[config.mk]
export PLATFORM = sky130hd
export DESIGN_NAME = load_aligner
export DESIGN_NICKNAME = d
export VERILOG_FILES = /design/src/design/bus_pkg.sv /design/src/design/load_aligner.sv
export VERILOG_INCLUDE_DIRS = /design/src /design/src/design
export SDC_FILE = /design/constraint.sdc
export NUM_CORES = 1
export LEC_CHECK = 0
export BUFFER_PORTS_ARGS = -buffer_cell sky130_fd_sc_hd__buf_2
export CORE_MARGIN = 5
export CORE_UTILIZATION = 45
export CTS_CLUSTER_SIZE = 8
export DETAILED_ROUTE_END_ITERATION = 10
export HOLD_SLACK_MARGIN = 0.1
export PLACE_DENSITY = 0.7
export SYNTH_ARGS = -nofsm -noshare
export SYNTH_HDL_FRONTEND = slang
export SYNTH_SLANG_ARGS = --single-unit
[constraint.sdc]
create_clock -name CLOCK_50 -period 3.5 [get_ports CLOCK_50]
set_clock_uncertainty 0.1 [all_clocks]
set_input_delay 0.7 -clock CLOCK_50 [delete_from_list [all_inputs] [get_ports CLOCK_50]]
set_output_delay 0.7 -clock CLOCK_50 [all_outputs]
set_load 0.1 [all_outputs]
[src/design/bus_cfg.svh]
`ifndef BUS_CFG_SVH
`define BUS_CFG_SVH

// bus widths
`define ADDR_W 32
`define DATA_W 64

// data ram, four byte lanes of RAM_WORDS entries each
`define LANES 4
`define RAM_BASE 32'h0000_1000
`define RAM_WORDS 1024
`define RAM_BYTES (`RAM_WORDS * 4)
`define RAM_IDX_W 10 // log2 of RAM_WORDS

// keyboard
`define KEY_ADDR 32'h0000_8000

// sd card registers
`define SDC_ADDR_REG 32'h0000_8010  // sector address, write only
`define SDC_READ_REG 32'h0000_8018  // any write starts a sector read
`define SDC_READY_REG 32'h0000_8020 // controller idle
`define SDC_AVAIL_REG 32'h0000_8028 // sector buffer full

// sd sector buffer window
`define SDC_BUF_BASE 32'h0000_9000
`define SDC_BUF_BYTES 512
`define SDC_BUF_IDX_W 9 // log2 of SDC_BUF_BYTES

`endif

[src/design/bus_pkg.sv]
package bus_pkg;

    // address region, decided once per request
    typedef enum logic [2:0] {
        REG_NONE      = 3'd0, // unmapped, reads give zero
        REG_RAM       = 3'd1,
        REG_KEY       = 3'd2,
        REG_SDC_ADDR  = 3'd3,
        REG_SDC_READ  = 3'd4,
        REG_SDC_READY = 3'd5,
        REG_SDC_AVAIL = 3'd6,
        REG_SDC_BUF   = 3'd7
    } region_e;

    // load types as the core encodes them, bit 2 means unsigned
    typedef enum logic [2:0] {
        LD_B  = 3'd0,
        LD_H  = 3'd1,
        LD_W  = 3'd2,
        LD_D  = 3'd3,
        LD_BU = 3'd4,
        LD_HU = 3'd5,
        LD_WU = 3'd6
    } load_op_e;

    typedef enum logic [2:0] {
        ST_B = 3'd0,
        ST_H = 3'd1,
        ST_W = 3'd2,
        ST_D = 3'd3
    } store_op_e;

    // follows each beat from decoder to aligner
    typedef struct packed {
        logic     valid;
        logic     is_read;
        region_e  region;
        load_op_e load_op;
        logic [1:0] offset; // byte offset inside the word
        logic     last;     // done is raised on this beat
    } beat_tag_t;

endpackage

[src/design/load_aligner.sv]
`include "bus_cfg.svh"

module load_aligner import bus_pkg::*; (
    input  logic               CLOCK_50,
    input  logic               KEY0,
    input  beat_tag_t          tag,
    input  logic [7:0]         lane_rdata [`LANES],
    input  logic [7:0]         key_rdata,
    input  logic [7:0]         sd_rdata,
    output logic [`DATA_W-1:0] bus_read_data,
    output logic               bus_done
);

    beat_tag_t           tag_q;     // lines up with lane rdata
    logic [`LANES*8-1:0] lane_word;
    logic [31:0]         beat_word;
    logic [31:0]         shifted;
    logic [31:0]         lo_word;   // beat 0 of a doubleword
    logic [`DATA_W-1:0]  result;

    always_comb begin
        for (int i = 0; i < `LANES; i++)
            lane_word[8*i +: 8] = lane_rdata[i]; // little endian
        case (tag_q.region)
            REG_RAM:       beat_word = lane_word;
            REG_KEY:       beat_word = {24'd0, key_rdata};
            REG_SDC_READY,
            REG_SDC_AVAIL,
            REG_SDC_BUF:   beat_word = {24'd0, sd_rdata};
            default:       beat_word = 32'd0; // unmapped and write-only regs
        endcase
        shifted = beat_word >> {tag_q.offset, 3'b000};
    end

    // extension by load type
    always_comb begin
        if (tag_q.load_op == LD_D) begin
            result = {beat_word, lo_word};
        end else if (tag_q.region != REG_RAM) begin
            result = {32'd0, beat_word}; // device values are unsigned
        end else begin
            case (tag_q.load_op)
                LD_B:    result = {{56{shifted[7]}}, shifted[7:0]};
                LD_H:    result = {{48{shifted[15]}}, shifted[15:0]};
                LD_W:    result = {{32{shifted[31]}}, shifted};
                LD_BU:   result = {56'd0, shifted[7:0]};
                LD_HU:   result = {48'd0, shifted[15:0]};
                default: result = {32'd0, shifted}; // LD_WU
            endcase
        end
    end

    always_ff @(posedge CLOCK_50 or negedge KEY0) begin
        if (!KEY0) begin
            tag_q    <= '0;
            bus_done <= 1'b0;
        end else begin
            tag_q    <= tag;
            bus_done <= tag_q.valid && tag_q.last; // one pulse per access
        end
    end

    always_ff @(posedge CLOCK_50) begin
        if (tag_q.valid && !tag_q.last)
            lo_word <= beat_word;
        if (tag_q.valid && tag_q.last && tag_q.is_read)
            bus_read_data <= result; // held until the next read
    end

endmodule

==> results.txt <==
later-pin clock latency in the skew report -> 0.34 ns
status -> finished clean
Ant. Diodes -> 0
postcts setup bufs -> 0
EDFF count, synth -> 96
clk sinks -> 108
CTS tree -> done
Die ar. -> 13500 sq um
final antenna-violating net count -> 0
#FFs+latches synth -> 108
total global routing overflow -> 0
post-layout power -> 2700 uW
post-synthesis cell type count -> 44
CP delay by family, top -> flip-flops
Tmin final -> 2.80 ns
largest net degree at the start of global routing -> 35
Post-synth top flop -> edfxtp_1
Netlist Area Pre-Place -> 5070 sq um
Post-CTS Hold Buffers -> 0
critical path class -> reg2reg
CP max-delay cell -> dfrtp_1
Synth Area in Compound Gates -> 0.139
Buffers on Ports -> 125
IO Pins -> 126
largest family of logic cells by synthesized area -> simple AND/OR/NAND/NOR gates
mux contribution to synthesized area -> 0.0316
Die H -> 116 um
syn nets -> 496
H-tree levels -> 3
fmax -> 357 MHz
layout cell share with drive strength beyond 1 -> 0.292
Synth Area in Simple Gates -> 0.170
synthesized area per cell -> 11.6 sq um
GRT Util Overall -> 0.190
Power per Cell Area -> 444 nW/um^2
P_sw -> 692 uW
crit-path cells -> nor2_2 > and2_1 > a32oi_1 > a2bb2oi_4 > buf_4 > nand2_1
Clock transition at path regs -> 0.08 ns
vias in the first global route -> 3769
Pre-antenna DRT Iters -> 4
area grow syn2layout -> 20.1%
Die W -> 116 um
CP Data Required Time -> 3.49 ns
filler cell count -> 959
worst-margin pin slew -> 0.780 ns
GPL Wtd Cong -> 0.859
WL per Instance -> 18.4 um
initial antenna violation count -> 0
commonest non-fill, non-tap cell in the layout -> buf_2
yosys warns -> 0
Post-Route WL -> 12800 um
Finish-stage setup viols -> 0
adder-cell area share of the yosys netlist -> 0
Peak VDD IR -> 227 uV
Initial DRC Count -> 228
CTS max path bufs -> 2
Synth Area in XOR/XNOR -> 0
Critical Path Start Type -> register
leakage power -> 0.00271 uW
core area -> 10900 sq um
crit-path max cell delay -> 0.78 ns
post-CTS sizing -> 0
HPWL after DPL -> 9290 um
switch share -> 0.256
Internal Dissipation -> 2010 uW
Fin. Hold Viols -> 0
Vias -> 3806
Reg area -> 3180 sq um
Setup TNS Final -> 0 ns
Gate Count Post-Synth -> 435
Post-synth ARST share -> 0.111
Post-route DRC -> 0
worst relative slew slack -> 0.480
Row Count -> 38
CP Buf/Inv Count -> 1
Comb pwr share -> 0.114
DR vias/cell -> 5.45
post-synthesis sequential area ratio -> 0.628
CTS root buf -> clkbuf_16
crit-path max FO -> 19
most frequent cells in the layout -> buf_2 (125), nand2_1 (98), edfxtp_1 (96)
RSZ-0062 raised after global routing -> no
Post-layout nets -> 614
Clk pwr share -> 0.350
Crit. End Element -> register
first-pass GRT wire length -> 19800 um
crit path DAT -> 2.78 ns
initial core utilization -> 0.463
fin. max-slew vios -> 0
worst hold-check path type -> in2async
max-cap violation count -> 0
area of the multi-input gates -> 1730 sq um
total CTS buffers -> 9
Seq pwr share -> 0.536
Final Cycle Share -> 0.799
## cells in the mapped netlist, types with 4 or more instances
| library cell | number | area share |
|---|---|---|
| mux2i_1 | 16 | 0.032 |
| edfxtp_1 | 96 | 0.57 |
| a211oi_1 | 7 | 0.010 |
| buf_2 | 9 | 0.0089 |
| dfrtp_1 | 12 | 0.059 |
| a22o_1 | 8 | 0.014 |
| nor2_1 | 8 | 0.0059 |
| o21ai_0 | 17 | 0.017 |
| a32oi_1 | 5 | 0.0086 |
| and2_1 | 34 | 0.042 |
| nand2_1 | 98 | 0.073 |
| a21oi_1 | 25 | 0.025 |
| nand3_1 | 10 | 0.0099 |
| o211ai_1 | 8 | 0.012 |
| nor2b_1 | 7 | 0.0086 |
| buf_6 | 4 | 0.0089 |
| o21ai_1 | 15 | 0.015 |
| clkbuf_1 | 15 | 0.011 |
## state kept, by name, summed over array words and instances (netlist names)
register	flops
bus_done	1
bus_read_data	64
lo_word	32
tag_q	11
## power groups by stage
stage	Combinational (uW)	Sequential, uW	Clock, uW
floorplan	136	1540	0
global placement	303	1470	0
detailed placement	308	1480	0
CTS	309	1450	959
global route	333	1450	1010
finish	308	1450	945
## path summary, 6_finish.rpt
| kind | start | endpoint | slack, ns | cells after the start |
|---|---|---|---|---|
| worst max-delay path | tag_q[2] | bus_read_data[61] | 0.70 | 6 |
| worst min-delay path | KEY0 | tag_q[0] | 0.12 | 1 |
| worst max register to register | tag_q[2] | bus_read_data[61] | 0.70 | 6 |
| worst min register to register | tag_q[10] | bus_done | 0.41 | 1 |
| max in group asynchronous | KEY0 | tag_q[1] | 2.96 | 1 |
| min in group CLOCK_50 | tag[0] | tag_q[0] | 0.35 | 1 |
## kinds of logic after synthesis
logic type      after synthesis
buf+inv                      31
simple gates                176
mux                          16
compound gates              104
flops                       108
## final cells by class
| type | count | area share |
|---|---|---|
| Clock buffer | 10 | 0.0376 |
| Clock inverter | 6 | 0.00719 |
| Timing Repair Buffer | 135 | 0.117 |
| Tap cell | 140 | 0.0288 |
| Multi-Input combinational cell | 296 | 0.285 |
| Inverter | 3 | 0.00185 |
| Sequential cell | 108 | 0.523 |
## metrics by stage
| step | hold slack, ns | std cells | instance area, sq um | setup slack, ns | util |
|---|---|---|---|---|---|
| floorplan | 0.304 | 435 | 5070 | 1.08 | - |
| global placement | 0.384 | 682 | 5820 | 0.821 | 0.532 |
| detailed placement | 0.390 | 682 | 5820 | 0.701 | 0.532 |
| CTS | 0.121 | 698 | 6090 | 0.708 | 0.557 |
| global route | 0.135 | 698 | 6090 | 0.572 | 0.557 |
| finish | 0.119 | 698 | 6090 | 0.702 | 0.557 |
## metal layers
metal	up-vias	part of all wire	global-route usage
met3	15	0.067	0.0409
met4	0	0.0093	0.0503
met5	-	0	0
li1	1827	-	-
met2	133	0.48	0.306
met1	1831	0.44	0.265
## worst register-to-register path, delay by kind of cell (launching register included)
kind | cells | cell delay [ns]
compound gates | 2 | 0.74
buf+inv | 1 | 0.32
flops | 1 | 0.78
simple gates | 3 | 0.62
No activity file was read; power rests on OpenSTA's default activity.
