**src/design/bus_cfg.svh**
```systemverilog
`ifndef BUS_CFG_SVH
`define BUS_CFG_SVH

// bus widths
`define ADDR_W 32
`define DATA_W 64

// data ram, four byte lanes of RAM_WORDS entries each
`define LANES 4
`define RAM_BASE 32'h0000_1000
`define RAM_WORDS 1024
`define RAM_BYTES (`RAM_WORDS * 4)
`define RAM_IDX_W 10 // log2 of RAM_WORDS

// keyboard
`define KEY_ADDR 32'h0000_8000

// sd card registers
`define SDC_ADDR_REG 32'h0000_8010  // sector address, write only
`define SDC_READ_REG 32'h0000_8018  // any write starts a sector read
`define SDC_READY_REG 32'h0000_8020 // controller idle
`define SDC_AVAIL_REG 32'h0000_8028 // sector buffer full

// sd sector buffer window
`define SDC_BUF_BASE 32'h0000_9000
`define SDC_BUF_BYTES 512
`define SDC_BUF_IDX_W 9 // log2 of SDC_BUF_BYTES

`endif

```
**src/design/bus_pkg.sv**
```systemverilog
package bus_pkg;

    // address region, decided once per request
    typedef enum logic [2:0] {
        REG_NONE      = 3'd0, // unmapped, reads give zero
        REG_RAM       = 3'd1,
        REG_KEY       = 3'd2,
        REG_SDC_ADDR  = 3'd3,
        REG_SDC_READ  = 3'd4,
        REG_SDC_READY = 3'd5,
        REG_SDC_AVAIL = 3'd6,
        REG_SDC_BUF   = 3'd7
    } region_e;

    // load types as the core encodes them, bit 2 means unsigned
    typedef enum logic [2:0] {
        LD_B  = 3'd0,
        LD_H  = 3'd1,
        LD_W  = 3'd2,
        LD_D  = 3'd3,
        LD_BU = 3'd4,
        LD_HU = 3'd5,
        LD_WU = 3'd6
    } load_op_e;

    typedef enum logic [2:0] {
        ST_B = 3'd0,
        ST_H = 3'd1,
        ST_W = 3'd2,
        ST_D = 3'd3
    } store_op_e;

    // follows each beat from decoder to aligner
    typedef struct packed {
        logic     valid;
        logic     is_read;
        region_e  region;
        load_op_e load_op;
        logic [1:0] offset; // byte offset inside the word
        logic     last;     // done is raised on this beat
    } beat_tag_t;

endpackage

```
**src/design/bus_if.sv**
```systemverilog
`include "bus_cfg.svh"

// one beat towards the ram lanes, each lane picks its own byte
interface lane_req_if;
    logic                  en;         // lane access this beat
    logic                  we;
    logic [`RAM_IDX_W-1:0] word_index;
    logic [7:0]            wbyte [`LANES]; // store data already steered
    logic [`LANES-1:0]     be;

    modport master (
        output en, we, word_index, wbyte, be
    );

    modport lane (
        input en, we, word_index, wbyte, be
    );
endinterface

// register side, shared by keyboard and sd block
interface periph_if import bus_pkg::*; ();
    region_e                  region;
    logic                     rd;         // strobes, qualified by region in each device
    logic                     wr;
    logic [31:0]              wdata;      // low word of the store
    logic [`SDC_BUF_IDX_W-1:0] buf_offset;
    logic [7:0]               key_rdata;  // one edge after rd
    logic [7:0]               sd_rdata;

    modport master (
        output region, rd, wr, wdata, buf_offset,
        input  key_rdata, sd_rdata
    );

    modport dev (
        input  region, rd, wr, wdata, buf_offset,
        output key_rdata, sd_rdata
    );
endinterface

```
**src/design/bus_request_decoder.sv**
```systemverilog
`include "bus_cfg.svh"

module bus_request_decoder import bus_pkg::*; (
    input  logic               CLOCK_50,
    input  logic               KEY0,
    input  logic [`ADDR_W-1:0] bus_address,
    input  logic [`DATA_W-1:0] bus_write_data,
    input  logic               bus_read_enable,
    input  logic               bus_write_enable,
    input  load_op_e           bus_read_type,
    input  store_op_e          bus_write_type,
    lane_req_if.master         lreq,
    periph_if.master           pif,
    output beat_tag_t          tag
);

    region_e               region;
    logic [1:0]            offset;    // aligned byte offset
    logic [`ADDR_W-1:0]    ram_rel;
    logic [`ADDR_W-1:0]    buf_rel;
    logic [`LANES*8-1:0]   lane_word; // store word after steering
    logic [`LANES-1:0]     be;
    logic                  req;
    logic                  dword;
    logic                  beat2;     // second word of a doubleword pending
    logic [`DATA_W/2-1:0]  hi_word;   // upper half kept for beat 1

    assign req   = bus_read_enable | bus_write_enable;
    assign dword = bus_read_enable ? (bus_read_type == LD_D) : (bus_write_type == ST_D);

    assign ram_rel = bus_address - `RAM_BASE;
    assign buf_rel = bus_address - `SDC_BUF_BASE;

    // address map
    always_comb begin
        region = REG_NONE;
        if (bus_address >= `RAM_BASE && bus_address < `RAM_BASE + `RAM_BYTES)
            region = REG_RAM;
        else if (bus_address == `KEY_ADDR)
            region = REG_KEY;
        else if (bus_address == `SDC_ADDR_REG)
            region = REG_SDC_ADDR;
        else if (bus_address == `SDC_READ_REG)
            region = REG_SDC_READ;
        else if (bus_address == `SDC_READY_REG)
            region = REG_SDC_READY;
        else if (bus_address == `SDC_AVAIL_REG)
            region = REG_SDC_AVAIL;
        else if (bus_address >= `SDC_BUF_BASE && bus_address < `SDC_BUF_BASE + `SDC_BUF_BYTES)
            region = REG_SDC_BUF;
    end

    // halves drop bit 0, words and doublewords sit on the word boundary
    always_comb begin
        if (bus_read_enable) begin
            case (bus_read_type)
                LD_B, LD_BU: offset = bus_address[1:0];
                LD_H, LD_HU: offset = {bus_address[1], 1'b0};
                default:     offset = 2'd0;
            endcase
        end else begin
            case (bus_write_type)
                ST_B:    offset = bus_address[1:0];
                ST_H:    offset = {bus_address[1], 1'b0};
                default: offset = 2'd0;
            endcase
        end
    end

    // store steering onto lanes
    always_comb begin
        case (bus_write_type)
            ST_B:    be = `LANES'(1) << offset;
            ST_H:    be = `LANES'(3) << offset;
            default: be = '1; // word, and each doubleword beat
        endcase
        lane_word = bus_write_data[`LANES*8-1:0] << {offset, 3'b000};
    end

    always_ff @(posedge CLOCK_50 or negedge KEY0) begin
        if (!KEY0) begin
            lreq.en <= 1'b0;
            lreq.we <= 1'b0;
            pif.rd  <= 1'b0;
            pif.wr  <= 1'b0;
            tag     <= '0;
            beat2   <= 1'b0;
        end else if (beat2) begin
            lreq.en  <= (tag.region == REG_RAM); // we held from beat 0
            pif.rd   <= 1'b0; // devices see beat 0 only
            pif.wr   <= 1'b0;
            tag.last <= 1'b1;
            beat2    <= 1'b0;
        end else begin
            lreq.en       <= req && (region == REG_RAM);
            lreq.we       <= bus_write_enable;
            pif.rd        <= bus_read_enable;
            pif.wr        <= bus_write_enable;
            tag.valid     <= req;
            tag.is_read   <= bus_read_enable;
            tag.region    <= region;
            tag.load_op   <= bus_read_type;
            tag.offset    <= offset;
            tag.last      <= !dword;
            beat2         <= req && dword;
        end
    end

    always_ff @(posedge CLOCK_50) begin
        if (beat2) begin
            lreq.word_index <= lreq.word_index + 1'b1; // next word
            for (int i = 0; i < `LANES; i++)
                lreq.wbyte[i] <= hi_word[8*i +: 8];
            lreq.be <= '1;
        end else begin
            lreq.word_index <= ram_rel[`RAM_IDX_W+1:2];
            for (int i = 0; i < `LANES; i++)
                lreq.wbyte[i] <= lane_word[8*i +: 8];
            lreq.be        <= be;
            pif.region     <= region;
            pif.wdata      <= bus_write_data[31:0];
            pif.buf_offset <= buf_rel[`SDC_BUF_IDX_W-1:0];
            hi_word        <= bus_write_data[`DATA_W-1:`DATA_W/2];
        end
    end

endmodule

```
**src/flat_wrapper.sv**
```systemverilog
// flat-port wrapper written by rule: the top's interface ports become plain ports
module bus_request_decoder_flat import bus_pkg::*;
  (CLOCK_50, KEY0, bus_address, bus_write_data, bus_read_enable, bus_write_enable, bus_read_type, bus_write_type, tag, lreq_en, lreq_we, lreq_word_index, lreq_wbyte, lreq_be, pif_region, pif_rd, pif_wr, pif_wdata, pif_buf_offset, pif_key_rdata, pif_sd_rdata);
  lane_req_if lreq_i ();
  periph_if pif_i ();
  input  logic CLOCK_50;
  input  logic KEY0;
  input  logic [`ADDR_W-1:0] bus_address;
  input  logic [`DATA_W-1:0] bus_write_data;
  input  logic bus_read_enable;
  input  logic bus_write_enable;
  input  load_op_e bus_read_type;
  input  store_op_e bus_write_type;
  output beat_tag_t tag;
  output wire logic [$bits(lreq_i.en)-1:0] lreq_en;
  output wire logic [$bits(lreq_i.we)-1:0] lreq_we;
  output wire logic [$bits(lreq_i.word_index)-1:0] lreq_word_index;
  output wire logic [$bits(lreq_i.wbyte)-1:0] lreq_wbyte;
  output wire logic [$bits(lreq_i.be)-1:0] lreq_be;
  output wire logic [$bits(pif_i.region)-1:0] pif_region;
  output wire logic [$bits(pif_i.rd)-1:0] pif_rd;
  output wire logic [$bits(pif_i.wr)-1:0] pif_wr;
  output wire logic [$bits(pif_i.wdata)-1:0] pif_wdata;
  output wire logic [$bits(pif_i.buf_offset)-1:0] pif_buf_offset;
  input wire logic [$bits(pif_i.key_rdata)-1:0] pif_key_rdata;
  input wire logic [$bits(pif_i.sd_rdata)-1:0] pif_sd_rdata;
  assign lreq_en = lreq_i.en;
  assign lreq_we = lreq_i.we;
  assign lreq_word_index = lreq_i.word_index;
  assign lreq_wbyte = {>>{lreq_i.wbyte}};
  assign lreq_be = lreq_i.be;
  assign pif_region = pif_i.region;
  assign pif_rd = pif_i.rd;
  assign pif_wr = pif_i.wr;
  assign pif_wdata = pif_i.wdata;
  assign pif_buf_offset = pif_i.buf_offset;
  assign pif_i.key_rdata = pif_key_rdata;
  assign pif_i.sd_rdata = pif_sd_rdata;
  bus_request_decoder u_core (.CLOCK_50(CLOCK_50), .KEY0(KEY0), .bus_address(bus_address), .bus_write_data(bus_write_data), .bus_read_enable(bus_read_enable), .bus_write_enable(bus_write_enable), .bus_read_type(bus_read_type), .bus_write_type(bus_write_type), .lreq(lreq_i), .pif(pif_i), .tag(tag));
endmodule
```
**config.mk**
```make
export PLATFORM = sky130hd
export DESIGN_NAME = bus_request_decoder_flat
export DESIGN_NICKNAME = d
export VERILOG_FILES = /design/src/design/bus_pkg.sv /design/src/design/bus_if.sv /design/src/design/bus_request_decoder.sv /design/src/flat_wrapper.sv
export VERILOG_INCLUDE_DIRS = /design/src /design/src/design
export SDC_FILE = /design/constraint.sdc
export NUM_CORES = 1
export LEC_CHECK = 0
export BUFFER_PORTS_ARGS = -buffer_cell sky130_fd_sc_hd__buf_4
export CAP_MARGIN = 30
export CORE_ASPECT_RATIO = 0.5
export CORE_MARGIN = 3
export CORE_UTILIZATION = 50
export CTS_BUF_LIST = sky130_fd_sc_hd__clkbuf_16
export CTS_CLUSTER_DIAMETER = 100
export DETAILED_ROUTE_END_ITERATION = 8
export PLACE_DENSITY = 0.91
export SETUP_SLACK_MARGIN = 0.02
export SYNTH_ARGS = -nofsm -noshare
export SYNTH_HDL_FRONTEND = slang
export SYNTH_SLANG_ARGS = --single-unit
```
**constraint.sdc**
```tcl
create_clock -name CLOCK_50 -period 6.45 [get_ports CLOCK_50]
set_input_delay 0.3225 -clock CLOCK_50 [delete_from_list [all_inputs] [get_ports CLOCK_50]]
set_output_delay 0.3225 -clock CLOCK_50 [all_outputs]
set_load 0.05 [all_outputs]
```
==> impl_metrics.toml <==
[logic_synthesis]
syn_inst = 383
ys_seq_area_share_pct = 70.66
synth-edff-count = 76
synth_area_um2 = 5100
synth-warning-count = 0
synth-seq-cells = 138
ys_async_sr_fraction_pct = 11.59
synthesis.nets = 506
avgSynthCellArea_um2 = 13.32
ys.flop_type = "edfxtp_1"
synth_cell_type_count = 47

[layout]
insertedDiodeCount = 0
multi_input_area_um2 = 1374
seq_area_um2 = 3605
area_growth_pct = 45.49
layout-drive-gt1-share_pct = 42.06
final_common_cell = "buf_4"
final_nets = 721
fill_cells = 609
layout_common_cells = "buf_4, edfxtp_1, dfxtp_1"

[power]
ir_drop_mv = 0.2171
p_int_mw = 1.784
p_leak_nw = 3.293
p_comb_share_pct = 17.9
seqPwrFrac_pct = 41.6
powerDensity_nw_per_um2 = 334.1
swShare_pct = 28.05
p_clk_share_pct = 40.5
p_sw_mw = 0.6953

[setup_path]
cp.arrival_ps = 3090
worst-path-max-fanout = 81
crit_path_start_kind = "register"
rr_worst_depth = 5
end_kind = "register"
required_ps = 6740
crit_type = "register to register"
reg2reg_setup_slack_ps = 3640

[detailed_routing]
drtIter0Drc = 304
vias = 4230
routedWlPerCell_um = 21.10
ant_nets = 0
drt_pass1_iterations = 5
drc_errors = 0
via_per_inst = 5.670
routed_wirelength_mm = 15.74

[grt]
grt_pass1_vias = 4481
grt_overflow = 0
grt_start_max_net_pins = 82
grtUsageTotal_pct = 27.68
grt_pass1_wl_mm = 24.18
grt_antenna_before_repair = 0

[die]
initial_utilization_pct = 52.59
dieArea_um2 = 11520
row_count = 25
io_pins = 227
coreArea_um2 = 9697
die_h_um = 77.42
die-width_um = 148.8

[cts]
cts_max_level = 4
clkSlewWorstSetupHoldPaths_ps = 60
root_buffer = "clkbuf_16"
cts_tree = "built"
clkLatencyLatePin_ps = 410
cts_buffer_depth = 2
cts_buffers = 17
cts.sink_count = 138
post-cts-setup-buffer-count = 0

[timing]
fin_crit_ps = 2807
max_freq_mhz = 356.3
setup_tns_ps = 0
slew_headroom_pct = 39.76
rsz0062_at_grt = "false"
hold_slack_ps = 84.64
finalHoldViolCount = 0
slew_violations = 0
setup_violations = 0
setup_slack_ps = 3643
worst_pin_slew_ps = 900.3
finClkSkew_ps = 9.597
timing.final.crit_share_pct = 43.51

[placed_design]
io_buffers = 210
place_hpwl_mm = 10.42
place_congestion = 0.8362
dpl_worst_slack_ps = 3645

[run_status]
status = "finished, final reports clean"

[run]
drv_cap = 0

[min_path]
hold_class = "primary input to register"
hold_depth = 1
-- synthesized netlist by cell type, types with 2 or more instances --
cell      number  area share, %
edfxtp_1      76             45
dfxtp_1       46             18
nand3_1       29            2.8
nor2_1        26            1.9
nand2_1       25            1.8
o21ai_0       24            2.4
dfrtp_1       16            7.9
mux2i_1       16            3.1
clkbuf_1      15            1.1
inv_1         12           0.88
a21oi_1       11            1.1
a31oi_1        9            1.1
a221oi_1       8            1.4
a32oi_1        8            1.4
xor2_1         7            1.2
mux2_2         4           0.88
or4_1          4           0.59
a21o_1         3           0.44
nor2b_1        3           0.37
o21a_1         3           0.44
and3_1         2           0.25
buf_2          2           0.20
nand3b_1       2           0.29
nand4_1        2           0.25
nor3_1         2           0.20
nor3b_1        2           0.29
nor4_1         2           0.25
o21ai_2        2           0.34
o31ai_1        2           0.29
or3_1          2           0.25
xnor2_1        2           0.34
-- repair_timing --
action                                 4_1_cts  5_1_grt
resized for setup                            0        0
hold buffers                                 1        0
endpoints found under the hold margin       16        0
-- path summary, 6_finish.rpt --
path | start | end
setup / recovery | u_core.beat2 | u_core.lreq.en
hold / removal | bus_write_data[58] | u_core.hi_word[26]
setup reg to reg | u_core.beat2 | u_core.lreq.en
hold reg to reg | u_core.hi_word[9] | u_core.lreq.wbyte[17]
max in group asynchronous | KEY0 | u_core.beat2
min in group asynchronous | KEY0 | u_core.tag[6]
-- registers in the layout, summed over array words and instances (netlist names) --
| name | cells |
|---|---|
| u_core.pif.rd | 1 |
| u_core.pif.wdata | 32 |
| u_core.pif.wr | 1 |
| u_core.lreq.we | 1 |
| u_core.tag | 11 |
| u_core.beat2 | 1 |
| u_core.lreq.wbyte | 32 |
| u_core.lreq.be | 4 |
| u_core.lreq.en | 1 |
| u_core.hi_word | 32 |
| u_core.lreq.word_index | 10 |
| u_core.pif.buf_offset | 9 |
| u_core.pif.region | 3 |
-- critical path, stage by stage, from the launching register on --
cell and delay [ps]:
dfrtp_2 340, buf_4 650, clkinv_2 760, buf_4 550
o21ai_0 260, o31ai_2 110
-- area by class of cell --
| type | instances | area share, % |
|---|---|---|
| Clock buffer | 17 | 5.734 |
| Clock inverter | 15 | 2.479 |
| Inverter | 12 | 0.6239 |
| Multi-Input combinational cell | 214 | 18.52 |
| Sequential cell | 138 | 48.58 |
| Tap cell | 135 | 2.277 |
| Timing Repair Buffer | 215 | 21.79 |
-- layer usage --
| layer | vias to the layer above | share of wire [%] | GRT usage [%] | wire, µm |
|---|---|---|---|---|
| met2 | 243 | 53 | 50.43 | 8357 |
| met4 | 0 | 3.2 | 10.96 | 510 |
| met5 | - | 0 | 0 | 0 |
| li1 | 1866 | - | - | - |
| met1 | 2078 | 36 | 31.18 | 5746 |
| met3 | 43 | 7.2 | 7.351 | 1129 |
-- metrics by stage --
step / area, µm² / std cells / util, % / power, mW
after floorplan: 5100 / 383 / - / 1.306
after global placement: 6800 / 713 / 70.13 / 1.471
after detailed placement: 6800 / 713 / 70.13 / 1.485
after CTS: 7420 / 746 / 76.52 / 2.481
after global routing: 7420 / 746 / 76.52 / 2.547
final: 7420 / 746 / 76.52 / 2.479
-- power by group through the flow --
stage	Combinational (mW)	Sequential (mW)	Clock, mW
detailed placement	0.440	1.05	0
finish	0.445	1.03	1.00
global route	0.463	1.04	1.05
global placement	0.430	1.04	0
CTS	0.445	1.03	1.01
floorplan	0.0715	1.23	0
-- cells by family after synthesis --
| group | count (synthesis) | synth area share [%] |
|---|---|---|
| buffers and inverters | 31 | 2.551 |
| xor gates and xnor gates | 9 | 1.546 |
| adders and majority gates | 1 | 0.2453 |
| AOI/OAI and AO/OA | 74 | 9.568 |
| DFF | 138 | 70.66 |
| muxes | 20 | 4.023 |
| and+or+nand+nor | 110 | 11.41 |
No activity file was read; power rests on OpenSTA's default activity.
